**src/logic/disc_out_defines.svh**
```systemverilog
`ifndef DISC_OUT_DEFINES_SVH
`define DISC_OUT_DEFINES_SVH

// ==================================================
// Discrete output section sizing
// ==================================================

// Number of set/reset discrete outputs driven by the adapter.
`define DISC_COUNT 13

// Width of the address code G1..G7 carried with each command.
`define DISC_ADDR_BITS 7

// Length of the free-running phase cycle y1, t2, v1, t4.
`define DISC_PHASES 4

`endif

```
**src/logic/disc_out_pkg.sv**
```systemverilog
`default_nettype none

`include "disc_out_defines.svh"

package disc_out_pkg;

    // ==================================================
    // Shared types
    // ==================================================

    // Commands are applied at y1 and the pins are refreshed at v1.
    typedef enum logic [$clog2(`DISC_PHASES)-1:0] {
        y1 = 2'd0,
        t2 = 2'd1,
        v1 = 2'd2,
        t4 = 2'd3
    } phase_t;

    // Bit k-1 holds discrete k.
    typedef logic [`DISC_COUNT-1:0] disc_word_t;

    // Bit 0 is G1 and bit 6 is G7.
    typedef logic [`DISC_ADDR_BITS-1:0] addr_t;

endpackage

`default_nettype wire

```
**src/logic/disc_out_timing.sv**
```systemverilog
`default_nettype none

`include "disc_out_defines.svh"

module disc_out_timing (
    input  wire                  sim_clk,
    input  wire                  rst_n,
    input  wire                  cmd_set,
    input  wire                  cmd_reset,
    input  wire disc_out_pkg::addr_t addr,
    input  wire                  pcinf,
    input  wire                  paa,
    input  wire                  pabg1,
    input  wire                  info,
    output disc_out_pkg::phase_t phase,
    output logic                 op_set,
    output disc_out_pkg::addr_t  op_addr,
    output logic                 op_pcinf,
    output logic                 op_paa,
    output logic                 op_pabg1,
    output logic                 op_info,
    output logic                 apply_now,
    output logic                 applied
);

    logic pending;

    // ==================================================
    // Phase sequencer
    // ==================================================

    always_ff @(posedge sim_clk) begin
        if (!rst_n) begin
            phase <= disc_out_pkg::y1;
        end else begin
            unique case (phase)
                disc_out_pkg::y1: phase <= disc_out_pkg::t2;
                disc_out_pkg::t2: phase <= disc_out_pkg::v1;
                disc_out_pkg::v1: phase <= disc_out_pkg::t4;
                default:          phase <= disc_out_pkg::y1;
            endcase
        end
    end

    // ==================================================
    // Command capture
    // ==================================================

    // A strobe loads the direction and operand that the next y1 applies.
    always_ff @(posedge sim_clk) begin
        if (cmd_set || cmd_reset) begin
            op_set   <= cmd_set;
            op_addr  <= addr;
            op_pcinf <= pcinf;
            op_paa   <= paa;
            op_pabg1 <= pabg1;
            op_info  <= info;
        end
    end

    always_ff @(posedge sim_clk) begin
        if (!rst_n) begin
            pending <= 1'b0;
        end else if (cmd_set || cmd_reset) begin
            pending <= 1'b1;
        end else if (apply_now) begin
            pending <= 1'b0;
        end
    end

    // A pending command goes to the latches at the next y1 edge.
    assign apply_now = pending && (phase == disc_out_pkg::y1);

    always_ff @(posedge sim_clk) begin
        if (!rst_n) begin
            applied <= 1'b0;
        end else begin
            applied <= apply_now;
        end
    end

    // The host waits for applied before it strobes again.
    a_no_overrun: assert property (@(posedge sim_clk) disable iff (!rst_n)
        (cmd_set || cmd_reset) |-> !pending);

    a_one_direction: assert property (@(posedge sim_clk) disable iff (!rst_n)
        !(cmd_set && cmd_reset));

endmodule

`default_nettype wire

```
**src/logic/disc_out_decode.sv**
```systemverilog
`default_nettype none

`include "disc_out_defines.svh"

module disc_out_decode (
    input  wire disc_out_pkg::addr_t  op_addr,
    input  wire                       op_pcinf,
    input  wire                       op_paa,
    input  wire                       op_pabg1,
    input  wire                       op_info,
    output disc_out_pkg::disc_word_t  select
);

    logic g1;
    logic g2;
    logic g3;
    logic g4;
    logic g5;
    logic g6;
    logic g7;

    assign g1 = op_addr[0];
    assign g2 = op_addr[1];
    assign g3 = op_addr[2];
    assign g4 = op_addr[3];
    assign g5 = op_addr[4];
    assign g6 = op_addr[5];
    assign g7 = op_addr[6];

    // ==================================================
    // Address decode table
    // ==================================================

    // Discretes 1 to 11 are program controlled and need pcinf.
    // Adjacent address bits form an edge pattern, so several rows can fire at once.
    always_comb begin
        select[0]  = op_pcinf & g4 & ~g5;
        select[1]  = op_pcinf & g5 & ~g6;
        select[2]  = op_pcinf & g6 & ~g7;
        select[3]  = op_pcinf & g7 & g1;
        select[4]  = op_pcinf & g2 & ~g1;
        select[5]  = op_pcinf & g3 & ~g2;
        select[6]  = op_pcinf & g4 & ~g3;
        select[7]  = op_pcinf & g5 & ~g4;
        select[8]  = op_pcinf & g6 & ~g5;
        select[9]  = op_pcinf & g7 & ~g6;
        select[10] = op_pcinf & ~g7 & ~g1;

        // Discrete 12 ignores the address code entirely.
        select[11] = op_pabg1 & op_info;

        // Discrete 13 is qualified by PAA.
        select[`DISC_COUNT-1] = op_paa & op_info & g2 & ~g3;
    end

endmodule

`default_nettype wire

```
**src/logic/disc_out_regs.sv**
```systemverilog
`default_nettype none

`include "disc_out_defines.svh"

module disc_out_regs (
    input  wire                            sim_clk,
    input  wire                            rst_n,
    input  wire                            apply_now,
    input  wire                            op_set,
    input  wire disc_out_pkg::disc_word_t  select,
    output disc_out_pkg::disc_word_t       latch
);

    disc_out_pkg::disc_word_t latch_next;

    // ==================================================
    // Set/reset discrete latches
    // ==================================================

    // A set command turns on every selected bit and a reset command clears them.
    always_comb begin
        if (op_set) begin
            latch_next = latch | select;
        end else begin
            latch_next = latch & ~select;
        end
    end

    always_ff @(posedge sim_clk) begin
        if (!rst_n) begin
            latch <= '0;
        end else if (apply_now) begin
            latch <= latch_next;
        end
    end

    // Only bits chosen by the decode of the applied command may move.
    a_unselected_hold: assert property (@(posedge sim_clk) disable iff (!rst_n)
        ((latch ^ $past(latch)) & ~($past(select) & {`DISC_COUNT{$past(apply_now)}})) == '0);

endmodule

`default_nettype wire

```
**src/logic/disc_out_drivers.sv**
```systemverilog
`default_nettype none

`include "disc_out_defines.svh"

module disc_out_drivers (
    input  wire                            sim_clk,
    input  wire                            rst_n,
    input  wire disc_out_pkg::phase_t      phase,
    input  wire                            inhibit,
    input  wire disc_out_pkg::disc_word_t  latch,
    output disc_out_pkg::disc_word_t       disc
);

    // ==================================================
    // Output pin stage
    // ==================================================

    // Inhibit forces the pins off but leaves the latches alone.
    // the pins pick up the latches again at the next v1
    always_ff @(posedge sim_clk) begin
        if (!rst_n) begin
            disc <= '0;
        end else if (inhibit) begin
            disc <= '0;
        end else if (phase == disc_out_pkg::v1) begin
            disc <= latch;
        end
    end

    a_inhibit_off: assert property (@(posedge sim_clk) disable iff (!rst_n)
        inhibit |=> (disc == {`DISC_COUNT{1'b0}}));

endmodule

`default_nettype wire

```
**src/logic/disc_out_unit.sv**
```systemverilog
`default_nettype none

`include "disc_out_defines.svh"

module disc_out_unit (
    input  wire                            sim_clk,
    input  wire                            rst_n,
    input  wire                            cmd_set,
    input  wire                            cmd_reset,
    input  wire disc_out_pkg::addr_t       addr,
    input  wire                            pcinf,
    input  wire                            paa,
    input  wire                            pabg1,
    input  wire                            info,
    input  wire                            inhibit,
    output wire                            applied,
    output disc_out_pkg::disc_word_t       disc
);

    disc_out_pkg::phase_t     phase;
    disc_out_pkg::addr_t      op_addr;
    disc_out_pkg::disc_word_t select;
    disc_out_pkg::disc_word_t latch;
    wire                      op_set;
    wire                      op_pcinf;
    wire                      op_paa;
    wire                      op_pabg1;
    wire                      op_info;
    wire                      apply_now;

    // ==================================================
    // Command path
    // ==================================================

    disc_out_timing u_timing (
        .sim_clk   (sim_clk),
        .rst_n     (rst_n),
        .cmd_set   (cmd_set),
        .cmd_reset (cmd_reset),
        .addr      (addr),
        .pcinf     (pcinf),
        .paa       (paa),
        .pabg1     (pabg1),
        .info      (info),
        .phase     (phase),
        .op_set    (op_set),
        .op_addr   (op_addr),
        .op_pcinf  (op_pcinf),
        .op_paa    (op_paa),
        .op_pabg1  (op_pabg1),
        .op_info   (op_info),
        .apply_now (apply_now),
        .applied   (applied)
    );

    disc_out_decode u_decode (
        .op_addr  (op_addr),
        .op_pcinf (op_pcinf),
        .op_paa   (op_paa),
        .op_pabg1 (op_pabg1),
        .op_info  (op_info),
        .select   (select)
    );

    // ==================================================
    // Storage and pins
    // ==================================================

    disc_out_regs u_regs (
        .sim_clk   (sim_clk),
        .rst_n     (rst_n),
        .apply_now (apply_now),
        .op_set    (op_set),
        .select    (select),
        .latch     (latch)
    );

    disc_out_drivers u_drivers (
        .sim_clk (sim_clk),
        .rst_n   (rst_n),
        .phase   (phase),
        .inhibit (inhibit),
        .latch   (latch),
        .disc    (disc)
    );

endmodule

`default_nettype wire

```
**config.mk**
```make
export PLATFORM = sky130hd
export DESIGN_NAME = disc_out_unit
export DESIGN_NICKNAME = d
export VERILOG_FILES = /design/src/logic/disc_out_pkg.sv /design/src/logic/disc_out_timing.sv /design/src/logic/disc_out_decode.sv /design/src/logic/disc_out_regs.sv /design/src/logic/disc_out_drivers.sv /design/src/logic/disc_out_unit.sv
export VERILOG_INCLUDE_DIRS = /design/src /design/src/logic
export SDC_FILE = /design/constraint.sdc
export NUM_CORES = 1
export LEC_CHECK = 0
export ABC_AREA = 1
export BUFFER_PORTS_ARGS = -buffer_cell sky130_fd_sc_hd__buf_2
export CAP_MARGIN = 15
export CORE_AREA = 5 5 56 71
export CTS_CLUSTER_SIZE = 40
export DETAILED_ROUTE_END_ITERATION = 8
export DIE_AREA = 0 0 61 76
export PLACE_DENSITY = 0.74
export REMOVE_ABC_BUFFERS = 1
export SETUP_SLACK_MARGIN = 0.3
export SLEW_MARGIN = 10
export SYNTH_ARGS = -nofsm -noshare
export SYNTH_HDL_FRONTEND = slang
export SYNTH_SLANG_ARGS = --single-unit
```
**constraint.sdc**
```tcl
create_clock -name sim_clk -period 1.7 [get_ports sim_clk]
set_clock_uncertainty 0.15 [all_clocks]
set_input_delay 0.34 -clock sim_clk [delete_from_list [all_inputs] [get_ports sim_clk]]
set_output_delay 0.34 -clock sim_clk [all_outputs]
set_load 0.005 [all_outputs]
```
# Word-level counts from Yosys, hierarchy flattened
# Index checks and enable logic that the tools add are counted.
[totals]
regBits = 42
[classes]
bitwise_logic = 33
n_eq_ne = 2
muxes = 4
reduce_logical = 5
[op_table]
columns = ["operator", "count"]
rows = [
  ["1-bit bitwise AND", 22],
  ["13-bit bitwise AND", 1],
  ["13-bit two-way mux", 1],
  ["13-bit inverter", 1],
  ["13-bit OR", 1],
  ["1-bit inverter", 8],
  ["2-bit one-hot mux with 3 select lines", 1],
  ["2-bit by 1-bit == test with 1-bit output, second input constant", 1],
  ["2-bit == test, second input constant", 1],
  ["2-bit zero test", 1],
  ["1-bit two-way mux", 2],
  ["2-bit nonzero test", 1],
  ["2-bit OR reduction", 1],
  ["1-bit logical AND", 1],
  ["1-bit logical OR", 1],
]

# Depth between registers and ports, before layout
[depth]
ltp_word = 6
ltp_mapped = 8

# Cells and area by module
# Synthesis repeated with hierarchy kept, for this count alone.
[hier_totals]
cells_unflattened = 240
area_unflattened_um2 = 1794.2
[by_module_without_submodules]
columns = ["mod", "area_each_um2", "cells_per_inst", "instances"]
rows = [
  ["disc_out_regs", 583.1, 94, 1],
  ["disc_out_drivers", 575.6, 87, 1],
  ["disc_out_timing", 541.8, 34, 1],
  ["disc_out_decode", 93.8, 25, 1],
]

# Worst setup path before layout
# OpenSTA, ideal clock, no wires.
[synth_timing]
path_kind = "register -> register"
from = "register u_timing.phase[0]"
to = "register (tool-made name)"
path_stages_with_launch = 9
synth_period_minus_slack_ns = 1.295
t_arrival_ns = 1.030
setup_slack_ns = 0.405
path_cell_list = "dfxtp_1 -> inv_1 -> ha_1 -> nand2_1 -> buf_6 -> nor2_1 -> nand3_1 -> nand2_1 -> nor2_1"
[synth_rtl]
columns = ["element", "line", "text"]
rows = [
  ["start: declaration", "disc_out_timing.sv:15", "output disc_out_pkg::phase_t phase,"],
  ["start signal: assignment", "disc_out_timing.sv:34", "phase <= disc_out_pkg::y1;"],
  ["start signal: assignment", "disc_out_timing.sv:37", "disc_out_pkg::y1: phase <= disc_out_pkg::t2;"],
  ["start signal: assignment", "disc_out_timing.sv:38", "disc_out_pkg::t2: phase <= disc_out_pkg::v1;"],
]

==> results_dict.tcl <==
set metrics [dict create \
    status "complete, no violations" \
    cts_root_buf "clkbuf_8" \
    die_h_microns 76 \
    yosysTopAreaCellShare 0.3675 \
    grt-ovfl-total 0 \
    dpl.hpwl_microns 2019 \
    syn-instance-count 188 \
    viasPerCell 4.756 \
    synth.avg_cell_area_sq_um 8.692 \
    required_ps 1740 \
    drive_gt1_frac 0.2646 \
    die_w_microns 61 \
    min_path_type "input pin to flip-flop" \
    crit_buf_inv 2 \
    fin_nets 241 \
    antenna_found_initial 0 \
    drcViolationCount 0 \
    core-area_sq_mm 0.003303 \
    start_kind "flip-flop" \
    slew_headroom 0.7176 \
    die_area_sq_mm 0.004636 \
    power.total_mw 2.544 \
    path_cells "inv_2 > ha_4 > nand2_8 > buf_6 > nor2_4 > nand3_2 > nand2_2 > nor2_2" \
    portBuffers 29 \
    grt_usage 0.1419 \
    cts.sinks 42 \
    ioPinCount 30 \
    crit_type "flip-flop to flip-flop" \
    slowest_delay_ps 340 \
    worst_slack_ps 307.6 \
    worst_pin_slew_ps 423.1 \
    wirelength_microns 2826 \
    fin_crit_ps 1392 \
    yosys.area.top_type "dfxtp_1" \
    gp_congestion 0.8166 \
    dr.pass1.iters 4 \
    htreeDepth 2 \
    synth_edf_count 12 \
    placed_cell_area_sq_mm 0.001803 \
    ys_seq_area_frac 0.5881 \
    grt_pass1_vias 1115 \
    utilization 0.5943 \
    rsz0062_at_grt "yes" \
    p_leak_nw 0.9011 \
    async_reset_ff_frac 0 \
    setup_tns_ps 0 \
    drt_iter0_drc 46 \
    cap_violations 0 \
    dp_slack_ps 147.4 \
    cp_slowest_cell "dfxtp_2" \
    pwr_density_cell_mw_per_mm2 1296 \
    vdd_drop_max_mv 0.9200 \
    cts_tree "built" \
    max_freq_ghz 0.7182 \
    netlist_area_sq_mm 0.001634 \
    area.growth.synth_to_final_pct 20.14 \
    drv_slew 0 \
    clock_path_buffers 2 \
    wl_per_cell_microns 10.79 \
    cp.arrival_ps 1430 \
    cp-end-kind "flip-flop" \
    clock_latency_ps 290 \
    grt_pass1_wl_microns 4830 \
    crit_family "simple AND/OR/NAND/NOR gates" \
    synth.area.top_cells "dfxtp_1 37%, edfxtp_1 22%, nor2_1 12%" \
    finalSetupViolCount 0 \
    synth_top_flop_cell "dfxtp_1" \
    cts_buffers 5 \
    grt_max_degree 15 \
    fin_crit_sh 0.8190 \
    hold_buffers 0 \
    start_util 0.4947 \
    yosys_warnings 0 \
    critPathMaxFanout 7 \
    num_antenna_cells 0 \
    antenna_left 0 \
    stdcell_area_sq_mm 0.001963 \
    rows 24 \
    yosysUniqueCellTypes 15 \
    clkTransAtPathRegs_ps 70 \
    ys_ff_latch 42 \
    hold_viol 0 \
    num_vias 1246 \
]
[what timing repair did]
item | CTS | global route
resized for setup | 6 | 9
setup buffers | 0 | 2
pin swaps | 0 | 5
setup endpoints to repair | 10 | 7
[layer usage]
layer	up-vias	GRT usage	wire, microns
met3	6	0.04746	156
met2	24	0.2313	1351
met5	-	0	0
li1	667	-	-
met1	549	0.1522	1228
met4	0	0.08460	90
[cells by family after synthesis]
group | count (synthesis) | share of synthesized area
flip-flops | 42 | 0.5881
buffers and inverters | 24 | 0.06814
AO/OA/AOI/OAI | 24 | 0.07810
adder cells (fa/ha/maj) | 3 | 0.02297
AND/OR/NAND/NOR | 95 | 0.2427
[report_power, final]
group | internal (mW) | switching, mW
Clock | 0.327 | 0.317
Sequential | 1.16 | 0.0725
Combinational | 0.282 | 0.386
Total | 1.77 | 0.776
[final timing paths]
check                          from           endpoint  slack, ps  depth (start not counted)
setup / recovery  u_timing.phase[1]          flip-flop        310                          8
hold / removal                pcinf  u_timing.op_pcinf         70                          1
setup reg to reg  u_timing.phase[1]          flip-flop        310                          8
hold reg to reg   u_drivers.disc[9]  u_drivers.disc[9]        320                          2
[cell usage after synthesis (3+ instances only)]
cell and n:
a21oi_1 9, nor2_4 3, dfxtp_1 30, nand3_1 13
buf_2 5, edfxtp_1 12, inv_2 3, nor2_1 54
inv_1 14, o21ai_1 14, ha_1 3, nand2_1 24
[stage by stage]
stage / hold WS, ps / std cells
after floorplan: 283.5 / 181
after global placement: 304.0 / 252
after detailed placement: 311.2 / 252
after CTS: 58.79 / 260
after global routing: 55.66 / 262
final: 70.02 / 262
[cells in the final DEF, fill, tap and decap left out]
| master | Yosys | routed |
|---|---|---|
| clkinv_2 | 0 | 1 |
| a21oi_1 | 9 | 8 |
| o21ai_1 | 14 | 14 |
| ha_4 | 0 | 1 |
| a211oi_2 | 1 | 1 |
| inv_1 | 14 | 12 |
| a21oi_2 | 0 | 1 |
| edfxtp_1 | 12 | 12 |
| buf_2 | 5 | 29 |
| nand2_8 | 0 | 1 |
| dfxtp_1 | 30 | 28 |
| nand2_1 | 24 | 22 |
| buf_6 | 2 | 1 |
| nor2_4 | 3 | 3 |
| clkbuf_1 | 0 | 1 |
| clkbuf_8 | 0 | 6 |
| nand3_2 | 0 | 2 |
| nand3_1 | 13 | 11 |
| nand2_2 | 0 | 1 |
| nor2_1 | 54 | 53 |
| nor3_1 | 1 | 1 |
| dfxtp_2 | 0 | 2 |
| nor2_2 | 0 | 1 |
| buf_4 | 0 | 4 |
| ha_1 | 3 | 2 |
| inv_2 | 3 | 5 |
[area by class of cell]
cell class	count	area (sq um)
Clock buffer	7	86.33
Multi-Input combinational cell	122	609.3
Timing Repair Buffer	34	186.4
Sequential cell	42	963.4
Clock inverter	1	5.005
Inverter	17	63.81
Tap cell	39	48.80
Fill cell	311	1340
Note: power is estimated with default switching activity, not from simulation.
